## config.mk

```make
export PLATFORM = sky130hd
export DESIGN_NAME = rv_fetch
export DESIGN_NICKNAME = d
export VERILOG_FILES = /design/src/verilog/rv_pkg.sv /design/src/verilog/rv_fetch.sv
export VERILOG_INCLUDE_DIRS = /design/src /design/src/verilog
export SDC_FILE = /design/constraint.sdc
export NUM_CORES = 1
export LEC_CHECK = 0
export ABC_AREA = 1
export BUFFER_PORTS_ARGS = -buffer_cell sky130_fd_sc_hd__clkbuf_2
export CAP_MARGIN = 10
export CORE_MARGIN = 4
export CORE_UTILIZATION = 40
export CTS_CLUSTER_SIZE = 28
export DETAILED_ROUTE_END_ITERATION = 12
export MAX_ROUTING_LAYER = met4
export PLACE_DENSITY = 0.66
export SYNTH_ARGS = -nofsm -noshare
export SYNTH_HDL_FRONTEND = slang
export SYNTH_SLANG_ARGS = --single-unit
```

## constraint.sdc

```tcl
create_clock -name clk -period 1.7 [get_ports clk]
set_clock_uncertainty 0.05 [all_clocks]
set_input_delay 0.255 -clock clk [delete_from_list [all_inputs] [get_ports clk]]
set_output_delay 0.255 -clock clk [all_outputs]
set_load 0.02 [all_outputs]
```

## src/verilog/rv_consts.svh

```systemverilog
// rv64 core constants
`ifndef RV_CONSTS_SVH
`define RV_CONSTS_SVH

`define RV_XLEN        64
`define RV_ILEN        32
`define RV_RIDX_W      5
`define RV_NREGS       32
`define RV_RESET_PC    64'h0000_0000_8000_0000

// major opcodes
`define RV_OPC_OP_IMM  7'b0010011
`define RV_OPC_OP      7'b0110011
`define RV_OPC_LUI     7'b0110111
`define RV_OPC_JAL     7'b1101111
`define RV_OPC_BRANCH  7'b1100011

// funct3 / funct7
`define RV_F3_ADD_SUB  3'b000
`define RV_F3_SLT      3'b010
`define RV_F3_XOR      3'b100
`define RV_F3_OR       3'b110
`define RV_F3_AND      3'b111
`define RV_F3_BEQ      3'b000
`define RV_F3_BNE      3'b001
`define RV_F7_SUB      7'b0100000

`endif

```

## src/verilog/rv_pkg.sv

```systemverilog
// rv64 core types
`default_nettype none

`include "rv_consts.svh"

package rv_pkg;

  typedef logic [`RV_XLEN-1:0]   xlen_t;
  typedef logic [`RV_ILEN-1:0]   inst_t;
  typedef logic [`RV_RIDX_W-1:0] ridx_t;

  // execute operation
  typedef enum logic [2:0] {
    ALU_ADD,
    ALU_SUB,
    ALU_AND,
    ALU_OR,
    ALU_XOR,
    ALU_SLT,
    ALU_PASS_B,
    ALU_NONE
  } alu_op_e;

  typedef enum logic [1:0] {
    BR_NONE,
    BR_JAL,
    BR_BEQ,
    BR_BNE
  } br_kind_e;

  typedef enum logic [1:0] {
    FETCH_IDLE,
    FETCH_REQ,
    FETCH_WAIT_DONE
  } fetch_state_e;

endpackage

`default_nettype wire

```

## src/verilog/rv_fetch.sv

```systemverilog
// instruction fetch
`timescale 1ns/1ps
`default_nettype none

`include "rv_consts.svh"

module rv_fetch (
  input  wire           clk,
  input  wire           i_rst,
  input  wire           i_fetch_ready,
  input  rv_pkg::inst_t i_fetch_inst,
  input  wire           i_redirect,
  input  rv_pkg::xlen_t i_redirect_pc,
  input  wire           i_retired,
  output logic          o_fetch_valid,
  output rv_pkg::xlen_t o_fetch_pc,
  output logic          o_fetched,
  output rv_pkg::inst_t o_inst
);
  import rv_pkg::*;

  fetch_state_e state;
  xlen_t        pc;
  logic         redir_pend;
  xlen_t        redir_pc;

  always_ff @(posedge clk) begin
    if (i_rst) begin
      state      <= FETCH_IDLE;
      pc         <= `RV_RESET_PC;
      redir_pend <= 1'b0;
    end else begin
      case (state)
        FETCH_IDLE: state <= FETCH_REQ;
        FETCH_REQ: begin
          if (i_fetch_ready) begin
            state <= FETCH_WAIT_DONE;
          end
        end
        FETCH_WAIT_DONE: begin
          if (i_redirect) begin
            redir_pend <= 1'b1;
          end
          // one instruction in flight so move on once it retires
          if (i_retired) begin
            state      <= FETCH_REQ;
            redir_pend <= 1'b0;
            if (redir_pend) begin
              pc <= redir_pc;
            end else begin
              pc <= pc + 64'd4;
            end
          end
        end
        default: state <= FETCH_IDLE;
      endcase
    end
  end

  // target held until retirement
  always_ff @(posedge clk) begin
    if (i_redirect) begin
      redir_pc <= i_redirect_pc;
    end
  end

  assign o_fetch_valid = (state == FETCH_REQ);
  assign o_fetch_pc    = pc;
  assign o_fetched     = o_fetch_valid & i_fetch_ready;
  assign o_inst        = i_fetch_inst;

  // request held while the responder stalls
  a_req_stable: assert property (@(posedge clk) disable iff (i_rst)
    o_fetch_valid && !i_fetch_ready |=> o_fetch_valid && $stable(o_fetch_pc))
    else $error("fetch request changed while waiting");

endmodule

`default_nettype wire

```

### Word level (Yosys, flattened, before mapping)

Cells that the tools add are included.

| word-level totals | value |
|---|---|
| flip-flop bits (word level) | 131 |
| output and inout port bits | 98 |
| logic and storage cells | 21 |

| operators by class | value |
|---|---|
| add/sub/neg operators | 1 |
| equal/unequal tests | 4 |
| muxes and demuxes | 6 |
| bitwise operators | 1 |
| reductions and logical operators | 5 |

Operators with widths:

| operator | count |
|---|---|
| adder 64 x 3 -> 64 bit (second input constant) | 1 |
| two-way mux 64 bit | 1 |
| one-hot mux 2 bit (3 select lines) | 1 |
| AND reduction 2 bit | 3 |
| two-way mux 2 bit | 2 |
| != test 2 bit (second input constant) | 2 |
| equality test 2 x 1 -> 1 bit (second input constant) | 1 |
| equality test 2 bit (second input constant) | 1 |
| logical NOT 2 bit | 1 |
| two-way mux 1 bit | 2 |
| nonzero test 2 bit | 1 |
| bitwise AND 1 bit | 1 |

### Longest topological paths before layout

| logic depth | value |
|---|---|
| word-level depth | 3 |
| gate-level depth with buffers | 12 |

### Least setup slack after synthesis

Ideal clock, no wire load.

| timing path | value |
|---|---|
| path kind | register -> register |
| from | register pc[3] (netlist: o_fetch_pc[3]) |
| to | register pc[22] (netlist: o_fetch_pc[22]) |
| arrival | 1.597 ns |
| required time | 1.531 ns |
| slack | -0.066 ns |
| stages on the path, launching flop included | 10 |
| clock period less this slack | 1.766 ns |
| cell sequence | dfxtp_1 > ha_1 > inv_1 > nor2_1 > nand2_2 > nor2_4 > nand2_2 > xnor2_1 > o21ai_0 > nand2_1 |

| between the ends | value |
|---|---|
| longest elaborated chain between the ends | 2 |

RTL lines:

| element | line | source |
|---|---|---|
| start: declaration | rv_fetch.sv:23 | `xlen_t pc;` |
| start signal: assignment | rv_fetch.sv:30 | `` pc <= `RV_RESET_PC; `` |
| start signal: assignment | rv_fetch.sv:49 | `pc <= redir_pc;` |
| start signal: assignment | rv_fetch.sv:51 | `pc <= pc + 64'd4;` |
| adder 64 x 3 -> 64 bit | rv_fetch.sv:51 |  |
| two-way mux 64 bit | rv_fetch.sv:48 | `if (redir_pend) begin` |

No other way between the ends.
A chain may end at the register's enable or synchronous reset.

### Worst setup path after layout

| timing path | value |
|---|---|
| from | register pc[3] (netlist: o_fetch_pc[3]) |
| to | register pc[41] (netlist: o_fetch_pc[41]) |

Same word-level chain as after synthesis.

==> impl_results.md <==
* Synthesized area per cell at 7.19 sq um
* Root cell of the clock tree: sky130_fd_sc_hd__clkbuf_16
* Via-per-instance ratio at 4.74
* Bufs on Longest Clock Path at 2
* DRC marker count from the first detailed-route iteration at 503
* Count of endpoints failing setup in the final report at 1
* Effective utilization at floorplan at 40.9%
* Critical Path Start Type: register
* Footprint of the flip-flops and latches at 3320 sq um
* Total clock sinks at 131
* Filler instances at 1538
* Largest net degree at the start of global routing at 66
* Number of synthesized register bits at 131
* CP arrival at 1.99 ns
* Die width at 141 um
* Max-slew violation total from the final report at 0
* Met3 Track Usage GR at 2.99%
* Layout-stage area growth over the synthesis result at 50.4%
* Die height at 141 um
* Clock transition at the register clock pins on the worst setup and hold paths after CTS at 0.06 ns
* Clock tree from TritonCTS: built
* Final non-filler cell total at 1537
* Period minus WS final at 1.71 ns
* Ant diodes at 0
* Max-Cap Viols at 0
* Post-DR wirelength/cell at 15.3 um
* Final-stage net count at 1401
* Placer Congestion at 0.910
* Commonest cells after routing, fill and taps aside: sky130_fd_sc_hd__nand2_1 (292), sky130_fd_sc_hd__nor2_1 (168), sky130_fd_sc_hd__buf_4 (141)
* Grt met1 use at 34.3%
* Total power density per cell area at 727 nW/um^2
* Fraction of power consumed by the clock network at 49.7%
* Total global-route track usage at 24.2%
* List of cells traversed by the critical path: buf_6 -> nand2_4 -> nor2_4 -> nand2_4 -> buf_12 -> nor2_8 -> nand2_8 -> o21ai_2 -> nand3_1 -> nand2_1 -> nand2_1
* Ys async rst share at 0%
* HPWL after DPL at 17200 um
* Placeable core area at 17300 sq um
* Total congestion overflow at 0
* RSZ-0062 raised after global routing: true
* Min setup slack post-route at -0.0116 ns
* Crit Path Max Fanout at 6
* Failing checks: setup timing
* Ys Warns at 0
* Num CTS Buffers at 17
* Share of the clock period used by the worst path after layout at 101%
* Setup slack at placement at -0.130 ns
* Vias in the first global route at 6855
* Die Area at 19900 sq um
* Antenna-violating nets left at 0
* Pint at 5.98 mW
* Fraction of final layout cells sized beyond drive strength 1 at 37.2%
* Post-Synthesis Cells at 985
* Result of the run: finished with violations
* Post-route design area at 10600 sq um
* Measured slew at the worst slew-check pin at 0.370 ns
* DRC violation count after routing at 0
* Proportion of total power due to net switching at 22.7%
* Placed insts at 1430
* Fmax at 584 MHz
* Final Hold Viols at 0
* Count of vias placed by the detailed router at 7285
* Kind of critical path: register to register
* Critical Path RT at 1.98 ns
* Area of the multi-input gates at 3610 sq um
* Share of power burned in combinational logic at 5.2%
* Post-Route Hold Slack at 0.0500 ns
* Number of unique standard cell types used by synthesis at 31
* Count of input and output buffers at 134
* Clock latency on the worst-skew pair at 0.43 ns
* Total power draw at 7.74 mW
* Largest stage delay, worst path at 0.34 ns
* Global-route layer with the greatest usage: met2
* H-tree lvl count at 4
* First-pass GRT wire length at 36600 um
* Class of the worst hold path: input port to register
* Seq/Total Area, Yosys at 46.1%
* Crit. End Element: register
* Dominant register cell in the synthesized netlist: sky130_fd_sc_hd__dfxtp_1
* I/O Pins at 199
* P_sw at 1.76 mW
* P_leak at 5.04 nW
* Synthesized net count at 1087
* Final WL at 23500 um
* Met2 Use GR at 36.2%
* Post-placement cell area at 8780 sq um
* CP max stage cell: sky130_fd_sc_hd__dfxtp_2
* Peak supply drop at 0.675 mV
* Initial antenna violation count at 0
* Sequential cell fraction of total power at 45.1%
* Pre-Repair DR Iteration Count at 5
* Cell area after synthesis at 7080 sq um
* Site row count at 48
* Number of enable flip-flop cells after synthesis at 64
* Commonest non-fill, non-tap cell in the layout: sky130_fd_sc_hd__nand2_1
* Normalized max-slew margin at 75.3%
==> path summary, 6_finish.rpt <==
check	start	end	slack, ns	depth (start not counted)
hold reg to reg	redir_pc[1]	o_fetch_pc[1]	0.43	2
hold / removal	i_fetch_ready	state[1]	0.05	3
setup / recovery	o_fetch_pc[3]	o_fetch_pc[41]	-0.01	11
setup reg to reg	o_fetch_pc[3]	o_fetch_pc[41]	-0.01	11
==> area by class of cell <==
| type | instances | share of cell area, % |
|---|---|---|
| Tap cell | 225 | 2.64 |
| Clock inverter | 14 | 1.68 |
| Inverter | 76 | 2.68 |
| Timing Repair Buffer | 351 | 23.8 |
| Multi-Input combinational cell | 722 | 33.9 |
| Clock buffer | 18 | 4.03 |
| Sequential cell | 131 | 31.2 |
==> state kept, by name, indices dropped and copies added (netlist names) <==
register    cells
o_fetch_pc     64
redir_pc       64
state           2
redir_pend      1
==> synthesized netlist by cell type (all sizes together), types with 4 or more instances <==
library cell	n	area [sq um]
o21ai	54	270
o211ai	6	45.0
nand4	4	25.0
clkbuf	15	76.3
xor2	15	131
nand3	49	250
nand2	341	1340
inv	75	282
o22ai	6	37.5
a21oi	4	20.0
buf	41	290
dfxtp	67	1340
xnor2	8	70.1
nand3b	4	30.0
edfxtp	64	1920
nor2	229	928
==> timing repair <==
item                                    CTS  global route
buffers inserted                          0            10
hold endpoints to repair                 66             0
pin swaps                                 4            42
hold buffers                             65             0
endpoints found under the setup margin   31            49
gates resized for setup                  21           168
==> routing by layer <==
layer  vias up  share of wire (%)
met5         -                  0
met4         0                1.8
met3        32                5.9
met2       211                 45
met1      3325                 47
li1       3717                  -
==> critical path: cells and delay by family, from the launching register on <==
| family | cells | cell delay (ns) |
|---|---|---|
| compound gates | 1 | 0.15 |
| buf+inv | 2 | 0.25 |
| flops | 1 | 0.34 |
| simple gates | 8 | 0.79 |
==> logic make-up (layout without fill, tap and decap cells) <==
group	Yosys count	after routing	share of synthesized area, %
multiplexers	1	1	0.141
XOR/XNOR	23	23	2.85
adder cells (fa/ha/maj)	1	1	0.177
AND/OR/NAND/NOR	627	627	36.3
flip-flops	131	131	46.1
AO/OA/AOI/OAI	70	70	5.27
buffers and inverters	132	459	9.21
==> power groups by stage <==
stage / registers, mW / logic, mW / clock network (mW)
floorplan: 3.55 / 0.222 / 0
global placement: 3.56 / 0.278 / 0
detailed placement: 3.56 / 0.281 / 0
CTS: 3.50 / 0.399 / 3.89
global route: 3.50 / 0.445 / 4.01
finish: 3.49 / 0.405 / 3.85
==> through the flow <==
step	util [%]	setup TNS, ns
floorplan	-	0
global placement	50.8	-0.721
detailed placement	50.8	-0.878
CTS	58.4	0
global route	61.6	-1.48
finish	61.6	-0.0116
Note: power is estimated with default switching activity, not from simulation.
