<file path="src/verilog/rv_consts.svh">
// rv64 core constants
`ifndef RV_CONSTS_SVH
`define RV_CONSTS_SVH

`define RV_XLEN        64
`define RV_ILEN        32
`define RV_RIDX_W      5
`define RV_NREGS       32
`define RV_RESET_PC    64'h0000_0000_8000_0000

// major opcodes
`define RV_OPC_OP_IMM  7'b0010011
`define RV_OPC_OP      7'b0110011
`define RV_OPC_LUI     7'b0110111
`define RV_OPC_JAL     7'b1101111
`define RV_OPC_BRANCH  7'b1100011

// funct3 / funct7
`define RV_F3_ADD_SUB  3'b000
`define RV_F3_SLT      3'b010
`define RV_F3_XOR      3'b100
`define RV_F3_OR       3'b110
`define RV_F3_AND      3'b111
`define RV_F3_BEQ      3'b000
`define RV_F3_BNE      3'b001
`define RV_F7_SUB      7'b0100000

`endif

</file>
<file path="src/verilog/rv_pkg.sv">
// rv64 core types
`default_nettype none

`include "rv_consts.svh"

package rv_pkg;

  typedef logic [`RV_XLEN-1:0]   xlen_t;
  typedef logic [`RV_ILEN-1:0]   inst_t;
  typedef logic [`RV_RIDX_W-1:0] ridx_t;

  // execute operation
  typedef enum logic [2:0] {
    ALU_ADD,
    ALU_SUB,
    ALU_AND,
    ALU_OR,
    ALU_XOR,
    ALU_SLT,
    ALU_PASS_B,
    ALU_NONE
  } alu_op_e;

  typedef enum logic [1:0] {
    BR_NONE,
    BR_JAL,
    BR_BEQ,
    BR_BNE
  } br_kind_e;

  typedef enum logic [1:0] {
    FETCH_IDLE,
    FETCH_REQ,
    FETCH_WAIT_DONE
  } fetch_state_e;

endpackage

`default_nettype wire

</file>
<file path="src/verilog/rv_pipe_ifs.sv">
// stage to stage interfaces
`timescale 1ns/1ps
`default_nettype none


// execute -> writeback
interface ex_wb_if;
  import rv_pkg::*;

  logic  valid;
  xlen_t pc;
  inst_t inst;
  ridx_t rd;
  logic  rd_wen;
  xlen_t rd_wdata;

  modport source (output valid, pc, inst, rd, rd_wen, rd_wdata);
  modport sink   (input  valid, pc, inst, rd, rd_wen, rd_wdata);
endinterface

`default_nettype wire

</file>
<file path="src/verilog/rv_writeback.sv">
// writeback and commit record
`timescale 1ns/1ps
`default_nettype none

module rv_writeback (
  input  wire           clk,
  input  wire           i_rst,
  ex_wb_if.sink         wb,
  output rv_pkg::ridx_t o_rd,
  output logic          o_rd_wen,
  output rv_pkg::xlen_t o_rd_wdata,
  output logic          o_retired,
  output logic          o_cmt_valid,
  output rv_pkg::xlen_t o_cmt_pc,
  output rv_pkg::inst_t o_cmt_inst,
  output rv_pkg::ridx_t o_cmt_rd,
  output logic          o_cmt_wen,
  output rv_pkg::xlen_t o_cmt_wdata
);
  import rv_pkg::*;

  always_ff @(posedge clk) begin
    if (i_rst) begin
      o_cmt_valid <= 1'b0;
    end else begin
      o_cmt_valid <= wb.valid;
    end
  end

  always_ff @(posedge clk) begin
    if (wb.valid) begin
      o_cmt_pc    <= wb.pc;
      o_cmt_inst  <= wb.inst;
      o_cmt_rd    <= wb.rd;
      o_cmt_wen   <= wb.rd_wen;
      o_cmt_wdata <= wb.rd_wdata;
    end
  end

  // regfile write lands in the commit cycle
  assign o_rd       = o_cmt_rd;
  assign o_rd_wen   = o_cmt_valid & o_cmt_wen;
  assign o_rd_wdata = o_cmt_wdata;
  assign o_retired  = o_cmt_valid;

  a_cmt_pulse: assert property (@(posedge clk) disable iff (i_rst)
    o_cmt_valid |=> !o_cmt_valid)
    else $error("commit strobe held for two cycles");

endmodule

`default_nettype wire

</file>
<file path="src/flat_wrapper.sv">
// flat-port wrapper written by rule: the top's interface ports become plain ports
module rv_writeback_flat import rv_pkg::*;
  (clk, i_rst, o_rd, o_rd_wen, o_rd_wdata, o_retired, o_cmt_valid, o_cmt_pc, o_cmt_inst, o_cmt_rd, o_cmt_wen, o_cmt_wdata, wb_valid, wb_pc, wb_inst, wb_rd, wb_rd_wen, wb_rd_wdata);
  ex_wb_if wb_i ();
  input  wire clk;
  input  wire i_rst;
  output rv_pkg::ridx_t o_rd;
  output logic o_rd_wen;
  output rv_pkg::xlen_t o_rd_wdata;
  output logic o_retired;
  output logic o_cmt_valid;
  output rv_pkg::xlen_t o_cmt_pc;
  output rv_pkg::inst_t o_cmt_inst;
  output rv_pkg::ridx_t o_cmt_rd;
  output logic o_cmt_wen;
  output rv_pkg::xlen_t o_cmt_wdata;
  input wire logic [$bits(wb_i.valid)-1:0] wb_valid;
  input wire logic [$bits(wb_i.pc)-1:0] wb_pc;
  input wire logic [$bits(wb_i.inst)-1:0] wb_inst;
  input wire logic [$bits(wb_i.rd)-1:0] wb_rd;
  input wire logic [$bits(wb_i.rd_wen)-1:0] wb_rd_wen;
  input wire logic [$bits(wb_i.rd_wdata)-1:0] wb_rd_wdata;
  assign wb_i.valid = wb_valid;
  assign wb_i.pc = wb_pc;
  assign wb_i.inst = wb_inst;
  assign wb_i.rd = wb_rd;
  assign wb_i.rd_wen = wb_rd_wen;
  assign wb_i.rd_wdata = wb_rd_wdata;
  rv_writeback u_core (.clk(clk), .i_rst(i_rst), .wb(wb_i), .o_rd(o_rd), .o_rd_wen(o_rd_wen), .o_rd_wdata(o_rd_wdata), .o_retired(o_retired), .o_cmt_valid(o_cmt_valid), .o_cmt_pc(o_cmt_pc), .o_cmt_inst(o_cmt_inst), .o_cmt_rd(o_cmt_rd), .o_cmt_wen(o_cmt_wen), .o_cmt_wdata(o_cmt_wdata));
endmodule
</file>
<file path="config.mk">
export PLATFORM = sky130hd
export DESIGN_NAME = rv_writeback_flat
export DESIGN_NICKNAME = d
export VERILOG_FILES = /design/src/verilog/rv_pkg.sv /design/src/verilog/rv_pipe_ifs.sv /design/src/verilog/rv_writeback.sv /design/src/flat_wrapper.sv
export VERILOG_INCLUDE_DIRS = /design/src /design/src/verilog
export SDC_FILE = /design/constraint.sdc
export NUM_CORES = 1
export LEC_CHECK = 0
export ABC_AREA = 0
export BUFFER_PORTS_ARGS = -buffer_cell sky130_fd_sc_hd__buf_2
export CORE_AREA = 2 2 157 159
export CTS_BUF_LIST = sky130_fd_sc_hd__clkbuf_4
export CTS_CLUSTER_DIAMETER = 120
export DETAILED_ROUTE_END_ITERATION = 7
export DIE_AREA = 0 0 159 161
export HOLD_SLACK_MARGIN = 0.12
export PLACE_DENSITY_LB_ADDON = 0.08
export SLEW_MARGIN = 5
export SYNTH_ARGS = -nofsm -noshare
export SYNTH_HDL_FRONTEND = slang
export SYNTH_SLANG_ARGS = --single-unit
</file>
<file path="constraint.sdc">
create_clock -name clk -period 0.8 [get_ports clk]
set_input_delay 0.04 -clock clk [delete_from_list [all_inputs] [get_ports clk]]
set_output_delay 0.04 -clock clk [all_outputs]
set_load 0.005 [all_outputs]
</file>
* After elaboration in Yosys (flattened, before gate mapping)
Index checks and enable logic that the tools add are counted.
W data, S select, Z words.
** Storage, ports and cells
- Register bits after elaboration :: 167
- Word-level logic and storage cells :: 7
** Operators by class
- Bitwise gates (word level) :: 1
** Operators by type and width (number)
- $and A1 B1 Y1 :: 1

* Logic depth before layout (Yosys ltp)
- Word-level depth :: 1
- Mapped depth :: 1
- Gate-level depth less buffers :: 1

* Worst setup path after synthesis
Ideal clock, no wire load.
- Path type :: flip-flop to output port
- Start point :: register u_core.o_cmt_wen
- End point :: output port o_rd_wen
- Arrival time :: 529 ps
- Setup slack :: 231 ps
- Stages on the path, launching flop included :: 2
- Buffers on the path :: 0
- Path through :: edfxtp_1 and2_1
** Between the ends
- Longest elaborated chain between the ends :: 1
** Ends and longest elaborated chain
- start: declaration :: RTL line rv_writeback.sv:17 : output logic o_cmt_wen,
- start signal: assignment :: RTL line rv_writeback.sv:35 : o_cmt_wen <= wb.rd_wen;
- $and A1 B1 Y1 :: RTL line rv_writeback.sv:42 : assign o_rd_wen = o_cmt_valid & o_cmt_wen;
- end: declaration :: RTL line flat_wrapper.sv:8 : output logic o_rd_wen;
Every way passes these cells.

* Final worst setup path
Ends and elaborated chain as after synthesis.

==> metrics.log <==
INFO  metric status = finished with violations
INFO  metric failed_checks = setup timing
INFO  metric power.density = 1850 nW/µm²
INFO  metric yosysTopAreaCellShare = 0.898
INFO  metric power.total = about 18 mW
INFO  metric worst-setup-path-type = reg2out
INFO  metric final_cell_mix = sky130_fd_sc_hd__buf_2, sky130_fd_sc_hd__dlygate4sd3_1, sky130_fd_sc_hd__edfxtp_1
INFO  metric yosys_register_bits = approximately 170
INFO  metric crit_path_end_kind = primary output
INFO  metric grt_overflow = 0
INFO  metric chipHeight = roughly 160 µm
INFO  metric area_growth_syn_to_layout = 71.9%
INFO  metric multi_input_area = 22.5 µm²
INFO  metric route.detailed.drc = 0
INFO  metric first_global_vias = 4387
INFO  metric final-max-slew-violation-count = 0
INFO  metric most_common_cell_after_layout_fill_and_taps_aside = sky130_fd_sc_hd__buf_2
INFO  metric placeableCoreArea = about 24000 µm²
INFO  metric numCtsBuffers = 17
INFO  metric grt_pass1_wl = 23.6 mm
INFO  metric finalWorstPathRequiredPeriod = roughly 1.3 ns
INFO  metric timing_hold_violations_final = 0
INFO  metric yosys.area.top_type = sky130_fd_sc_hd__edfxtp_1
INFO  metric synth-simple-area-share = 0.00361
INFO  metric cp-startpoint = u_core.o_cmt_wen
INFO  metric synth.net_count = 408
INFO  metric drt_iter0_drc = 122
INFO  metric critical_path_required = approximately 0.76 ns
INFO  metric dieArea = about 26000 µm²
INFO  metric seqCellArea = around 5000 µm²
INFO  metric maxSlewHeadroom = 0.851
INFO  metric critical_path_peak_fanout = 2
INFO  metric post_layout_nonfiller_instances = 1109
INFO  metric dp_cells = between 900 and 1000
INFO  metric count_of_yosys_warnings_during_synthesis = 0
INFO  metric timing.critical_path.arrival = roughly 1.2 ns
INFO  metric postRouteAntennaNets = 0
INFO  metric crit_path_top_delay_cell = sky130_fd_sc_hd__edfxtp_1
INFO  metric number_of_h_tree_levels = 4
INFO  metric wl_per_cell = roughly 14 µm
INFO  metric finalCritPeriodShare = 1.57
INFO  metric hold_buffers = between 150 and 200
INFO  metric max_cap_viol_count = 0
INFO  metric final_replace_weighted_congestion = around 0.74
INFO  metric clock-root-buffer = sky130_fd_sc_hd__clkbuf_4
INFO  metric fin_worst_hold_slack = between 0.15 and 0.2 ns
INFO  metric portion_of_the_post_synthesis_area_used_by_sequential_elements = 0.902
INFO  metric n_fill_cell = ~2300
INFO  metric synthesis.area = about 5600 µm²
INFO  metric synth_compound_gate_area_share = 0
INFO  metric total_leakage_power = between 4 and 5 nW
INFO  metric global_route.usage.total = 0.122
INFO  metric syn-mean-instance-area = between 20 and 25 µm²
INFO  metric preCtsSetupSlack = -0.0413 ns
INFO  metric die_span_x = about 160 µm
INFO  metric hold_path.startpoint = wb_rd_wdata[44]
INFO  metric floorplan.initialDensity = 0.232
INFO  metric totalWireLength = 15.9 mm
INFO  metric timing.critical_path.slowest_cell_delay = 0.43 ns
INFO  metric min_path_type = in2reg
INFO  metric tightestPinTransition = ~0.22 ns
INFO  metric clk_transition_reported_paths = between 0.15 and 0.2 ns
INFO  metric ys_top_cells_by_area = sky130_fd_sc_hd__edfxtp_1, sky130_fd_sc_hd__buf_4, sky130_fd_sc_hd__dfxtp_1, sky130_fd_sc_hd__nor2b_4, sky130_fd_sc_hd__and2_1
INFO  metric cts.path.max_buffers = 2
INFO  metric clock-sinks = 167
INFO  metric setup_violations = about 290
INFO  metric drt_pass1_iterations = 4
INFO  metric synthXorXnorAreaFrac = 0
INFO  metric vias_per_cell = approximately 3.6
INFO  metric crit_path_cell_trace = and2_4, buf_6
INFO  metric drive_gt1_frac = 0.572
INFO  metric num_io_pins = roughly 410
INFO  metric synth.lib_cells_used.distinct = 5
INFO  metric nature_of_the_critical_path_startpoint = register
INFO  metric maxClockFrequency = approximately 800 MHz
INFO  metric route.vias.total = 4037
INFO  metric instance_count_of_the_mapped_netlist = ~240
INFO  metric synth_top_family_by_area = buffers and inverters
INFO  metric number_of_antenna_violations_at_the_first_check_in_global_routing = 2
INFO  metric post-route-worst-setup-slack = -0.452 ns
INFO  metric fin_tns_setup = -73.56 ns
INFO  metric detailed_place_hpwl = around 12 mm
INFO  metric max-vdd-ir-drop = between 1000 and 1500 µV
INFO  metric io_buffer_count = between 400 and 500
INFO  metric grt_start_max_net_pins = 38
INFO  metric cts_tree = built
INFO  metric synth.mux.area_fraction = 0
INFO  metric rsz0062_at_grt = true
INFO  metric share_of_synthesized_cell_area_in_full_adder_half_adder_and_majority_cells = 0
INFO  metric nets = approximately 940
INFO  metric floorplan.rows = 57
## worst max-delay path: cells and delay by family, from the launching register on
kind,cells,cell delay (ns)
and+or+nand+nor,1,0.16
buffers and inverters,1,0.11
DFF,1,0.43
## stage by stage
step                utilization  instance area, µm²
detailed placement        0.316                7570
global placement          0.316                7570
CTS                       0.398                9530
global route              0.398                9540
floorplan                     -                5550
finish                    0.398                9540
## path summary, 6_finish.rpt
path / endpoint / slack [ns] / depth (start not counted)
max: o_rd_wen / -0.45 / 2
min: u_core.o_cmt_wdata[44] / 0.20 / 2
## sequential cells by signal, summed over array words and instances, names as in the netlist
signal              flops
u_core.o_cmt_rd         5
u_core.o_cmt_pc        64
u_core.o_cmt_valid      1
u_core.o_cmt_wen        1
u_core.o_cmt_wdata     64
u_core.o_cmt_inst      32
## cell usage after synthesis
| master | instances |
|---|---|
| sky130_fd_sc_hd__edfxtp_1 | 166 |
| sky130_fd_sc_hd__buf_4 | 70 |
| sky130_fd_sc_hd__and2_1 | 1 |
| sky130_fd_sc_hd__dfxtp_1 | 1 |
| sky130_fd_sc_hd__nor2b_4 | 1 |
## kinds of logic (layout without fill, tap and decap cells)
logic type | count (synthesis) | after routing
other | 0 | 2
flip-flops | 167 | 167
buffers and inverters | 70 | 614
AND/OR/NAND/NOR | 2 | 2
## metal layers
| metal | vias up | share of wire | GRT usage |
|---|---|---|---|
| met3 | 11 | 0.094 | 0.0557 |
| met4 | 0 | 0.014 | 0.0384 |
| met2 | 224 | 0.54 | 0.230 |
| met5 | - | 0 | 0 |
| met1 | 1907 | 0.35 | 0.119 |
| li1 | 1895 | - | - |
## what timing repair did
action,CTS,global route
setup endpoints to repair,238,238
hold endpoints to repair,333,17
resized for setup,3,2
buffers inserted,1,0
## final cells by class
cell class,instances,share of cell area
Tap cell,324,0.0425
Clock inverter,13,0.0129
Clock buffer,17,0.0134
Multi-Input combinational cell,2,0.00236
Timing Repair Buffer,584,0.404
Sequential cell,167,0.525
Antenna cell,2,0.000525
## where the power goes
group | switching [mW] | total [mW] | internal (mW)
sequential | 0.243 | 10.6 | 10.4
combinational | 0.926 | 2.40 | 1.48
clock | 3.05 | 4.60 | 1.55
Note: power is estimated with default switching activity, not from simulation.
