`src/verilog/rv_consts.svh`:
```
// rv64 core constants
`ifndef RV_CONSTS_SVH
`define RV_CONSTS_SVH

`define RV_XLEN        64
`define RV_ILEN        32
`define RV_RIDX_W      5
`define RV_NREGS       32
`define RV_RESET_PC    64'h0000_0000_8000_0000

// major opcodes
`define RV_OPC_OP_IMM  7'b0010011
`define RV_OPC_OP      7'b0110011
`define RV_OPC_LUI     7'b0110111
`define RV_OPC_JAL     7'b1101111
`define RV_OPC_BRANCH  7'b1100011

// funct3 / funct7
`define RV_F3_ADD_SUB  3'b000
`define RV_F3_SLT      3'b010
`define RV_F3_XOR      3'b100
`define RV_F3_OR       3'b110
`define RV_F3_AND      3'b111
`define RV_F3_BEQ      3'b000
`define RV_F3_BNE      3'b001
`define RV_F7_SUB      7'b0100000

`endif

```
`src/verilog/rv_pkg.sv`:
```
// rv64 core types
`default_nettype none

`include "rv_consts.svh"

package rv_pkg;

  typedef logic [`RV_XLEN-1:0]   xlen_t;
  typedef logic [`RV_ILEN-1:0]   inst_t;
  typedef logic [`RV_RIDX_W-1:0] ridx_t;

  // execute operation
  typedef enum logic [2:0] {
    ALU_ADD,
    ALU_SUB,
    ALU_AND,
    ALU_OR,
    ALU_XOR,
    ALU_SLT,
    ALU_PASS_B,
    ALU_NONE
  } alu_op_e;

  typedef enum logic [1:0] {
    BR_NONE,
    BR_JAL,
    BR_BEQ,
    BR_BNE
  } br_kind_e;

  typedef enum logic [1:0] {
    FETCH_IDLE,
    FETCH_REQ,
    FETCH_WAIT_DONE
  } fetch_state_e;

endpackage

`default_nettype wire

```
`src/verilog/rv_pipe_ifs.sv`:
```
// stage to stage interfaces
`timescale 1ns/1ps
`default_nettype none

// decode -> execute
interface dec_ex_if;
  import rv_pkg::*;

  logic     valid;
  xlen_t    pc;
  inst_t    inst;
  xlen_t    op_a;
  xlen_t    op_b;
  xlen_t    imm;
  ridx_t    rd;
  logic     rd_wen;
  alu_op_e  alu_op;
  br_kind_e br_kind;

  modport source (output valid, pc, inst, op_a, op_b, imm, rd, rd_wen, alu_op, br_kind);
  modport sink   (input  valid, pc, inst, op_a, op_b, imm, rd, rd_wen, alu_op, br_kind);
endinterface


`default_nettype wire

```
`src/verilog/rv_decode.sv`:
```
// instruction decode
`timescale 1ns/1ps
`default_nettype none

`include "rv_consts.svh"

module rv_decode (
  input  wire           clk,
  input  wire           i_rst,
  input  wire           i_fetched,
  input  rv_pkg::xlen_t i_pc,
  input  rv_pkg::inst_t i_inst,
  output rv_pkg::ridx_t o_rs1,
  output rv_pkg::ridx_t o_rs2,
  input  rv_pkg::xlen_t i_rs1_data,
  input  rv_pkg::xlen_t i_rs2_data,
  dec_ex_if.source      dec
);
  import rv_pkg::*;

  logic [6:0] opcode;
  logic [2:0] funct3;
  logic [6:0] funct7;
  ridx_t      rd;
  xlen_t      imm_i;
  xlen_t      imm_u;
  xlen_t      imm_j;
  xlen_t      imm_b;
  xlen_t      imm;
  logic       use_imm;
  logic       rd_wen;
  alu_op_e    alu_op;
  br_kind_e   br_kind;

  assign opcode = i_inst[6:0];
  assign rd     = i_inst[11:7];
  assign funct3 = i_inst[14:12];
  assign funct7 = i_inst[31:25];
  assign o_rs1  = i_inst[19:15];
  assign o_rs2  = i_inst[24:20];

  assign imm_i = {{52{i_inst[31]}}, i_inst[31:20]};
  assign imm_u = {{32{i_inst[31]}}, i_inst[31:12], 12'b0};
  assign imm_j = {{43{i_inst[31]}}, i_inst[31], i_inst[19:12], i_inst[20],
                  i_inst[30:21], 1'b0};
  assign imm_b = {{51{i_inst[31]}}, i_inst[31], i_inst[7], i_inst[30:25],
                  i_inst[11:8], 1'b0};

  always_comb begin
    alu_op  = ALU_NONE;
    br_kind = BR_NONE;
    use_imm = 1'b0;
    imm     = imm_i;
    rd_wen  = 1'b0;
    case (opcode)
      `RV_OPC_OP_IMM: begin
        // addi only
        if (funct3 == `RV_F3_ADD_SUB) begin
          alu_op  = ALU_ADD;
          use_imm = 1'b1;
          rd_wen  = 1'b1;
        end
      end
      `RV_OPC_OP: begin
        rd_wen = 1'b1;
        case (funct3)
          `RV_F3_ADD_SUB: alu_op = (funct7 == `RV_F7_SUB) ? ALU_SUB : ALU_ADD;
          `RV_F3_SLT:     alu_op = ALU_SLT;
          `RV_F3_XOR:     alu_op = ALU_XOR;
          `RV_F3_OR:      alu_op = ALU_OR;
          `RV_F3_AND:     alu_op = ALU_AND;
          default:        rd_wen = 1'b0;
        endcase
      end
      `RV_OPC_LUI: begin
        alu_op  = ALU_PASS_B;
        use_imm = 1'b1;
        imm     = imm_u;
        rd_wen  = 1'b1;
      end
      `RV_OPC_JAL: begin
        br_kind = BR_JAL;
        imm     = imm_j;
        rd_wen  = 1'b1;
      end
      `RV_OPC_BRANCH: begin
        imm = imm_b;
        if (funct3 == `RV_F3_BEQ) begin
          br_kind = BR_BEQ;
        end else if (funct3 == `RV_F3_BNE) begin
          br_kind = BR_BNE;
        end
      end
      default: ;
    endcase
    // x0 is never written
    if (rd == '0) begin
      rd_wen = 1'b0;
    end
  end

  always_ff @(posedge clk) begin
    if (i_rst) begin
      dec.valid <= 1'b0;
    end else begin
      dec.valid <= i_fetched;
    end
  end

  always_ff @(posedge clk) begin
    if (i_fetched) begin
      dec.pc      <= i_pc;
      dec.inst    <= i_inst;
      dec.op_a    <= i_rs1_data;
      dec.op_b    <= use_imm ? imm : i_rs2_data;
      dec.imm     <= imm;
      dec.rd      <= rd;
      dec.rd_wen  <= rd_wen;
      dec.alu_op  <= alu_op;
      dec.br_kind <= br_kind;
    end
  end

endmodule

`default_nettype wire

```
`src/flat_wrapper.sv`:
```
// flat-port wrapper written by rule: the top's interface ports become plain ports
module rv_decode_flat import rv_pkg::*;
  (clk, i_rst, i_fetched, i_pc, i_inst, o_rs1, o_rs2, i_rs1_data, i_rs2_data, dec_valid, dec_pc, dec_inst, dec_op_a, dec_op_b, dec_imm, dec_rd, dec_rd_wen, dec_alu_op, dec_br_kind);
  dec_ex_if dec_i ();
  input  wire clk;
  input  wire i_rst;
  input  wire i_fetched;
  input  rv_pkg::xlen_t i_pc;
  input  rv_pkg::inst_t i_inst;
  output rv_pkg::ridx_t o_rs1;
  output rv_pkg::ridx_t o_rs2;
  input  rv_pkg::xlen_t i_rs1_data;
  input  rv_pkg::xlen_t i_rs2_data;
  output wire logic [$bits(dec_i.valid)-1:0] dec_valid;
  output wire logic [$bits(dec_i.pc)-1:0] dec_pc;
  output wire logic [$bits(dec_i.inst)-1:0] dec_inst;
  output wire logic [$bits(dec_i.op_a)-1:0] dec_op_a;
  output wire logic [$bits(dec_i.op_b)-1:0] dec_op_b;
  output wire logic [$bits(dec_i.imm)-1:0] dec_imm;
  output wire logic [$bits(dec_i.rd)-1:0] dec_rd;
  output wire logic [$bits(dec_i.rd_wen)-1:0] dec_rd_wen;
  output wire logic [$bits(dec_i.alu_op)-1:0] dec_alu_op;
  output wire logic [$bits(dec_i.br_kind)-1:0] dec_br_kind;
  assign dec_valid = dec_i.valid;
  assign dec_pc = dec_i.pc;
  assign dec_inst = dec_i.inst;
  assign dec_op_a = dec_i.op_a;
  assign dec_op_b = dec_i.op_b;
  assign dec_imm = dec_i.imm;
  assign dec_rd = dec_i.rd;
  assign dec_rd_wen = dec_i.rd_wen;
  assign dec_alu_op = dec_i.alu_op;
  assign dec_br_kind = dec_i.br_kind;
  rv_decode u_core (.clk(clk), .i_rst(i_rst), .i_fetched(i_fetched), .i_pc(i_pc), .i_inst(i_inst), .o_rs1(o_rs1), .o_rs2(o_rs2), .i_rs1_data(i_rs1_data), .i_rs2_data(i_rs2_data), .dec(dec_i));
endmodule
```
`config.mk`:
```
export PLATFORM = sky130hd
export DESIGN_NAME = rv_decode_flat
export DESIGN_NICKNAME = d
export VERILOG_FILES = /design/src/verilog/rv_pkg.sv /design/src/verilog/rv_pipe_ifs.sv /design/src/verilog/rv_decode.sv /design/src/flat_wrapper.sv
export VERILOG_INCLUDE_DIRS = /design/src /design/src/verilog
export SDC_FILE = /design/constraint.sdc
export NUM_CORES = 1
export LEC_CHECK = 0
export BUFFER_PORTS_ARGS = -buffer_cell sky130_fd_sc_hd__buf_2
export CORE_AREA = 2 2 207 209
export DETAILED_ROUTE_END_ITERATION = 7
export DIE_AREA = 0 0 209 211
export PLACE_DENSITY = 0.54
export SLEW_MARGIN = 15
export SYNTH_ARGS = -nofsm -noshare
export SYNTH_HDL_FRONTEND = slang
export SYNTH_SLANG_ARGS = --single-unit
```
`constraint.sdc`:
```
create_clock -name clk -period 3.6 [get_ports clk]
set_clock_uncertainty 0.15 [all_clocks]
set_input_delay 0.36 -clock clk [delete_from_list [all_inputs] [get_ports clk]]
set_output_delay 0.36 -clock clk [all_outputs]
set_load 0.05 [all_outputs]
```
Word-level counts from Yosys, hierarchy flattened
Index checks and enable logic that the tools add are counted.
{ "totals": {"regBits": 268, "input_bits": 227, "out_inout_bits": 310, "wordCells": 38} }
{ "op_classes": {"eq_ne": 11, "n_mux": 13, "reduce_logical": 4} }
{ "ops": {"columns": ["op", "count"], "rows": [
  ["one-hot mux 31 bit (3 select lines)", 1],
  ["2-to-1 mux 64 bit", 1],
  ["equality test 7 x 6 -> 1 bit, second input constant", 3],
  ["one-hot mux 3 bit (5 select lines)", 1],
  ["equality test 7 bit, second input constant", 2],
  ["equality test 3 bit, second input constant", 3],
  ["one-hot mux 3 bit (3 select lines)", 1],
  ["equality test 7 x 5 -> 1 bit, second input constant", 1],
  ["logical NOT 5 bit", 1],
  ["OR reduction 5 bit", 1],
  ["2-to-1 mux 2 bit", 2],
  ["one-hot mux 2 bit (2 select lines)", 1],
  ["equality test 3 x 1 -> 1 bit, second input constant", 1],
  ["equality test 3 x 2 -> 1 bit, second input constant", 1],
  ["logical NOT 3 bit", 1],
  ["2-to-1 mux 1 bit", 3],
  ["2-to-1 mux 3 bit", 1],
  ["one-hot mux 1 bit (3 select lines)", 1],
  ["one-hot mux 1 bit (2 select lines)", 1],
  ["OR reduction 2 bit", 1]
]} }

Depth between registers and ports, before layout
Gate-level depths: netlist of run 1.
{ "logic_depth": {"depth_word": 4, "mapped_depth": 7, "depth_no_buf": 4} }

Worst setup path after synthesis of run 1
Ideal clock, no wire load.
{ "synth_path": {"path_type": "input-to-reg", "start": "input i_inst[2]", "end": "register u_core.dec.op_b[10], data pin", "setup_time_ns": 0.260, "arrival_ns": 1.658, "t_required_ns": 3.190, "slack_ns": 1.532, "cell_stages": 7, "cell_sequence": "buf_6 and4bb_4 a32oi_2 buf_6 nor2_8 buf_12 mux2_4"} }
{ "synth_via": {"elab_chain_cells": 3} }
{ "synth_rtl": {"columns": ["item", "line_no", "text"], "rows": [
  ["start, declared", "flat_wrapper.sv:9", "input rv_pkg::inst_t i_inst;"],
  ["equality test 7 bit, or another cell as far along", "rv_decode.sv:55", "case (opcode)"],
  ["one-hot mux 31 bit (3 select lines) or one-hot mux 1 bit (2 select lines) (tied branches)", "rv_decode.sv:55", null],
  ["2-to-1 mux 64 bit (*)", "rv_decode.sv:115", "dec.op_b <= use_imm ? imm : i_rs2_data;"],
  ["end signal, assigned", "rv_decode.sv:115", null],
  ["end, declared", "rv_pipe_ifs.sv:20", "modport source (output valid, pc, inst, op_a, op_b, imm, rd, rd_wen, alu_op, br_kind);"]
]} }
Mark *: on every way between the ends. The rest lies on a longest branch, timed or not.
A chain may end at the register's enable or synchronous reset.

Worst setup path in the final report of run 1
{ "layout_path": {"start": "input i_inst[13]", "end": "register u_core.dec.alu_op[2], data pin"} }
{ "layout_via": {"elab_chain_cells": 3} }
{ "layout_rtl": {"columns": ["item", "line_no", "text"], "rows": [
  ["equality test 3 bit, or another cell as far along", "rv_decode.sv:66", "case (funct3)"],
  ["one-hot mux 3 bit (5 select lines) or 2-to-1 mux 3 bit (tied branches)", "rv_decode.sv:66, rv_decode.sv:58", null],
  ["one-hot mux 3 bit (3 select lines) (*)", "rv_decode.sv:55", null],
  ["via u_core.alu_op[2]", "rv_decode.sv:32", "alu_op_e alu_op;"],
  ["end, declared", "rv_pipe_ifs.sv:20", null]
]} }
The timed path passes the listed nets; every way through them passes the cells marked *.

==> reports/metrics.csv, run 1 <==
stage,metric,value,unit
pwr,P_leak,0.00690,uW
synthesis,"top cells by area, synth","edfxtp_1 (80%), buf_4 (4.0%), mux2_4 (3.1%), a21o_2 (2.3%), a21o_1 (1.5%)",
floorplan,I/O pin count,537,
worst_hold_path,hold wc startpoint,i_fetched,
clocking,Clock Sinks,262,
sta,RSZ-0062 raised after global routing,false,
sta,worst-margin pin slew,0.927,ns
pwr,Comb power frac,20.3,%
synthesis,most common cell in the netlist,edfxtp_1,
detailed_routing,routed vias/inst,4.06,
grt,vias in the first global route,7646,
synthesis,"area leader, netlist",edfxtp_1,
clocking,clock slew at reported path FFs,0.06,ns
critical_path,CP Max Fanout,43,
synthesis,"Async S/R FF share, synth",0,%
clocking,CTS tree,done,
synthesis,Ys Warns,0,
floorplan,Core Footprint,41800,um^2
clocking,CTS root buf,clkbuf_16,
outcome,status,completed,
pwr,Seq pwr share,41.2,%
sta,Period minus WS final,2.75,ns
synthesis,Synth top area share,80.0,%
detailed_routing,drt pass-1 iters,4,
job,Maximum Capacitance Violations,0,
critical_path,CP startpoint kind,primary input,
sta,setup_tns,0,ns
pwr,switching share of total power,30.2,%
sta,worst slew margin relative to its limit,38.2,%
synthesis,"Primary FF master, synth",edfxtp_1,
detailed_routing,DRT antenna net count,0,
synthesis,"Avg Cell Area, Syn",19.8,um^2
synthesis,cell count after synthesis,496,
floorplan,die width,209,um
grt,Total Routing Usage GR,14.8,%
pwr,IR Drop Worst-Case VDD,0.384,mV
grt,global-route wire length before repair,48500,um
floorplan,Initial Util,23.5,%
final_layout,synth-to-layout area growth,64.1,%
critical_path,start point of the critical path,i_inst[13],
clocking,H-tree depth,1,
synthesis,synth unique cells,50,
sta,Slew Limit Fails,0,
clocking,Inserted Clock Buffers,30,
final_layout,number of fill cells in the layout,3932,
placement,Port Buffers,536,
final_layout,area of the multi-input gates,1360,um^2
final_layout,# nets final,1456,
placement,Final GP Congestion,0.772,
placement,Cells after DPL,1512,
synthesis,top post-synthesis cells by count,"edfxtp_1 (261), buf_4 (52), a21o_2 (26)",
pwr,Switching Power,2710,uW
grt,largest net degree at the start of global routing,82,
synthesis,syn_nets,723,
floorplan,chip height,211,um
synthesis,sequential area share after synthesis,80.2,%
synthesis,Post-synth EDFFs,261,
detailed_routing,drc violations,0,
critical_path,worst path arrival time,2.92,ns
detailed_routing,DRT Wirelength,34800,um
critical_path,Critical Path RT,3.76,ns
grt,GRT overflow,0,
floorplan,die area,44100,um^2
placement,HPWL Detailed,25000,um
synthesis,Mapped Area,9800,um^2
floorplan,Site Rows,75,
critical_path,nature of the critical path endpoint,flip-flop,
final_layout,filler-free cell count of the finished design,1795,
pwr,clock share of power,38.5,%
grt,initial antenna violation count,3,
worst_hold_path,Hold Crit Class,primary input to flip-flop,
sta,Fmax,363,MHz
final_layout,layout cells sized above 1,52.5,%
detailed_routing,drt wl/cell,19.4,um
pwr,Cell Pwr Density,558,nW/um^2
pwr,internal power,6260,uW
detailed_routing,Initial DRC Count,351,
final_layout,register area,7860,um^2
detailed_routing,Vias,7295,
sta,final number of setup-violating endpoints,0,
sta,period utilization,76.5,%
sta,final hold viol count,0,
synthesis,#FFs+latches synth,262,
clocking,clock buffer depth,3,
critical_path,critical path class,primary input to flip-flop,
## cells by family after synthesis
family,count (synthesis),share of synthesized area [%]
XOR/XNOR,1,0.0894
AND/OR/NAND/NOR,42,2.95
multiplexers,31,4.23
AO/OA/AOI/OAI,85,6.59
buffers and inverters,75,5.97
flip-flops,262,80.2
## path summary, 6_finish.rpt
check | end | slack [ns] | depth (start not counted)
setup / recovery | u_core.dec.alu_op[2] | 0.85 | 7
hold / removal | u_core.dec.inst[24] | 0.09 | 1
## worst max-delay path, cell delays in order
cell and delay, ns:
dlygate4sd3_1 0.54, buf_2 0.18, nor2_1 0.33, a32oi_2 0.16
buf_4 0.22, nand2b_2 0.64, a211o_1 0.47
## power by group through the flow
| stage | combinational (uW) | clock [uW] | sequential, uW |
|---|---|---|---|
| 3_5_place_dp | 1630 | 0 | 3760 |
| 3_3_place_gp | 1620 | 0 | 3750 |
| 6_report | 1820 | 3460 | 3700 |
| 5_1_grt | 1890 | 3670 | 3720 |
| 2_1_floorplan | 293 | 0 | 4610 |
| 4_1_cts | 1830 | 3550 | 3700 |
## stage by stage
stage	cell area, um^2	hold WS [ns]	setup WS (ns)	total power [uW]	util (%)
after floorplan	9800	0.282	1.53	4900	-
after global placement	12700	0.374	0.815	5370	30.4
after detailed placement	12700	0.376	0.752	5390	30.4
after CTS	16100	0.0658	0.826	9080	38.5
after global routing	16100	0.0766	0.702	9270	38.5
final	16100	0.0856	0.845	8970	38.5
## cells in the final DEF (no fill, tap or decap), drive strengths merged, types with 4 or more instances in the layout
cell,Yosys,final
inv,9,11
nand2,4,4
dlygate4sd3,0,224
clkinv,0,10
mux2i,8,8
buf,65,543
bufinv,0,7
edfxtp,261,261
nor2,8,8
nor2b,8,8
a21o,45,45
clkbuf,1,35
a22o,8,8
o21ai,18,18
mux2,23,23
## per-layer routing
metal | GRT usage [%] | share of wire, % | vias up
met3 | 4.06 | 7.2 | 49
met1 | 16.7 | 38 | 3562
met4 | 5.15 | 2.7 | 0
li1 | - | - | 3347
met2 | 26.8 | 52 | 337
met5 | 0 | 0 | -
## registers in the layout (all words and copies together) (netlist names)
| register | count |
|---|---|
| u_core.dec.inst | 27 |
| u_core.dec.alu_op | 3 |
| u_core.dec.op_a | 64 |
| u_core.dec.op_b | 64 |
| u_core.dec.pc | 64 |
| u_core.dec.imm | 32 |
| u_core.dec.valid | 1 |
| u_core.dec.rd | 4 |
| u_core.dec.br_kind | 2 |
| u_core.dec.rd_wen | 1 |
## what timing repair did
action | 4_1_cts | 5_1_grt
hold buffers | 224 | 0
buffers inserted | 0 | 0
resized for setup | 0 | 0
endpoints found under the hold margin | 233 | 0
## layout make-up
type,instances,area share [%]
clock inverter,21,1.81
inverter,9,0.210
sequential,262,48.9
multi-input combinational,159,8.48
antenna,3,0.0467
clock buffer,35,5.17
timing repair buffer,767,31.2
tap,539,4.19
Power figures use the tool's default switching activity.
==> run 2, diff against run 1 <==
--- a/config.mk
+++ b/config.mk
@@ -7,10 +7,10 @@
 export NUM_CORES = 1
 export LEC_CHECK = 0
 export BUFFER_PORTS_ARGS = -buffer_cell sky130_fd_sc_hd__buf_2
-export CORE_AREA = 2 2 207 209
+export CORE_AREA = 2 2 208 210
 export DETAILED_ROUTE_END_ITERATION = 7
-export DIE_AREA = 0 0 209 211
-export PLACE_DENSITY = 0.54
+export DIE_AREA = 0 0 210 212
+export PLACE_DENSITY = 0.53
 export SLEW_MARGIN = 15
 export SYNTH_ARGS = -nofsm -noshare
 export SYNTH_HDL_FRONTEND = slang
==> constraint.sdc (replaced) <==
create_clock -name clk -period 2.6 [get_ports clk]
set_clock_uncertainty 0.15 [all_clocks]
set_input_delay 0.26 -clock clk [delete_from_list [all_inputs] [get_ports clk]]
set_output_delay 0.26 -clock clk [all_outputs]
set_load 0.05 [all_outputs]
==> run 2 against run 1 <==
Effect of this change: utilization fell by 0.65 points; setup slack worse by 0.51 ns; total power is 33% higher; highest routed layer unchanged; worst hold slack improved by 0.020 ns; sequential cell count unchanged; first-iteration DRC count rose by 17%; final cell count up 0.67%.
==> reports/metrics.csv, run 2 (synthesis results as in run 1) <==
stage,metric,value,unit,change
floorplan,die width,210,um,+0.48%
grt,met2 usage,25.7,%,-1.1 points
placement,Port Buffers,536,,unchanged
sta,final number of setup-violating endpoints,0,,unchanged
placement,Final GP Congestion,0.725,,-6.2%
detailed_routing,routed vias/inst,4.04,,-0.70%
worst_hold_path,hold wc startpoint,i_inst[31],,
floorplan,I/O pin count,537,,unchanged
floorplan,Initial Util,23.1,%,-0.41 points
final_layout,"most common cell after layout, fill and taps aside",buf_2,,
critical_path,Critical Path RT,2.77,ns,-0.99 ns
detailed_routing,DRT Wirelength,33800,um,-2.6%
placement,HPWL Detailed,24200,um,-3.0%
grt,largest net degree at the start of global routing,71,,-13%
floorplan,chip height,212,um,+0.47%
pwr,P_leak,0.00690,uW,about the same
critical_path,CP startpoint kind,primary input,,
detailed_routing,drt pass-1 iters,4,,unchanged
detailed_routing,DRT antenna net count,0,,unchanged
final_layout,"commonest cells after routing, fill and taps aside","buf_2 (535), edfxtp_1 (261), dlygate4sd3_1 (225), clkbuf_16 (30), a21o_2 (26)",,
detailed_routing,Initial DRC Count,410,,+17%
sta,setup_tns,0,ns,unchanged
clocking,clock slew at reported path FFs,0.06,ns,about the same
outcome,status,completed,,
detailed_routing,Vias,7292,,-0.041%
sta,Slew Limit Fails,0,,unchanged
clocking,clock buffer depth,3,,unchanged
sta,RSZ-0062 raised after global routing,false,,
final_layout,number of fill cells in the layout,4005,,+1.9%
clocking,H-tree depth,1,,unchanged
sta,Fmax,442,MHz,
final_layout,"Core Util, Final",37.9,%,-0.65 points
worst_hold_path,Hold Crit Class,primary input to flip-flop,,
clocking,Clock Sinks,262,,unchanged
floorplan,Core Footprint,42500,um^2,+1.8%
clocking,CTS root buf,clkbuf_16,,
final_layout,biggest regs,"u_core.dec.op_a: 64 flops, u_core.dec.op_b: 64 flops, u_core.dec.pc: 64 flops",,
pwr,Cell Pwr Density,742,nW/um^2,+33%
critical_path,worst path arrival time,2.43,ns,-0.49 ns
grt,GRT overflow,0,,unchanged
grt,vias in the first global route,7506,,-1.8%
grt,Total Routing Usage GR,14.2,%,-0.58 points
critical_path,nature of the critical path endpoint,flip-flop,,
sta,final hold viol count,0,,unchanged
grt,met1 Track Usage GR,15.9,%,-0.84 points
worst_hold_path,Worst Hold End,u_core.dec.imm[31],,
worst_hold_path,Worst Hold Depth,2,,+1
final_layout,number of antenna diodes,0,,-3
grt,initial antenna violation count,2,,-1
sta,worst slew margin relative to its limit,40.3,%,+2.1 points
sta,Period minus WS final,2.26,ns,
clocking,Inserted Clock Buffers,30,,unchanged
final_layout,layout cells sized above 1,51.9,%,-0.65 points
pwr,IR Drop Worst-Case VDD,0.576,mV,+50%
job,Maximum Capacitance Violations,0,,unchanged
sta,period utilization,87.0,%,
detailed_routing,drc violations,0,,unchanged
final_layout,# nets final,1469,,+0.89%
grt,M3 GR Usage,4.89,%,+0.83 points
critical_path,CP Max Fanout,33,,-23%
final_layout,synth-to-layout area growth,64.2,%,about the same
grt,global-route wire length before repair,47100,um,-3.1%
grt,GRT busiest layer,met2,,
clocking,CTS tree,done,,
floorplan,Site Rows,76,,+1.3%
detailed_routing,drt wl/cell,18.7,um,-3.3%
floorplan,die area,44500,um^2,+0.95%
critical_path,critical path class,primary input to flip-flop,,
sta,worst-margin pin slew,0.883,ns,-0.0444 ns
-- run 2: what timing repair did --
action | 4_1_cts | 5_1_grt
buffers inserted | 0 | 0
endpoints found under the setup margin | 0 | 0
gates resized for setup | 0 | 0
hold buffers | 225 | 0
hold endpoints to repair | 284 | 0
-- run 2: per-stage QoR --
step | hold slack (ns) | worst slack, ns | area, um^2 | total power (uW) | instances
global route | 0.0873 | 0.246 | 16100 | 12400 | 1807
detailed placement | 0.277 | 0.325 | 12900 | 7470 | 1531
finish | 0.105 | 0.338 | 16100 | 11900 | 1807
CTS | 0.0740 | 0.380 | 16100 | 12100 | 1807
floorplan | 0.182 | 0.632 | 9800 | 6790 | 496
global placement | 0.276 | 0.338 | 12900 | 7450 | 1531
-- run 2: how the worst max path moves through the flow --
stage                    start                   end  cells past startpoint
floorplan            i_inst[2]   u_core.dec.op_b[10]                      7
global placement    i_inst[14]  u_core.dec.alu_op[0]                      6
detailed placement   i_inst[2]   u_core.dec.op_b[51]                      7
CTS                 i_inst[14]  u_core.dec.alu_op[0]                      7
global route         i_inst[2]   u_core.dec.op_b[37]                      8
finish               i_inst[2]   u_core.dec.op_b[40]                      8
-- run 2: report_power, final --
part	total, uW	internal [uW]	switching, uW
sequential	5110	5020	89.0
combinational	2540	688	1850
clock	4290	2590	1700
-- run 2: layout make-up --
cell class                 instances  area, um^2  share of cell area (%)
clock buffer                      36         773                    4.80
clock inverter                    15         208                    1.29
inverter                           9        33.8                   0.210
multi-input combinational        159        1360                    8.47
sequential                       262        7860                    48.8
tap                              546         683                    4.24
timing repair buffer             780        5170                    32.2
-- run 2: critical path: stages --
cell and delay, ns:
dlygate4sd3_1 0.53, buf_2 0.22, and4bb_4 0.28, a32oi_2 0.35, buf_4 0.26, nor3_4 0.04
buf_4 0.23, a21o_2 0.23
-- run 2: metal layers --
| metal | vias up | share of wire (%) |
|---|---|---|
| li1 | 3373 | - |
| met1 | 3548 | 36 |
| met2 | 324 | 53 |
| met3 | 47 | 8.9 |
| met4 | 0 | 2.3 |
| met5 | - | 0 |
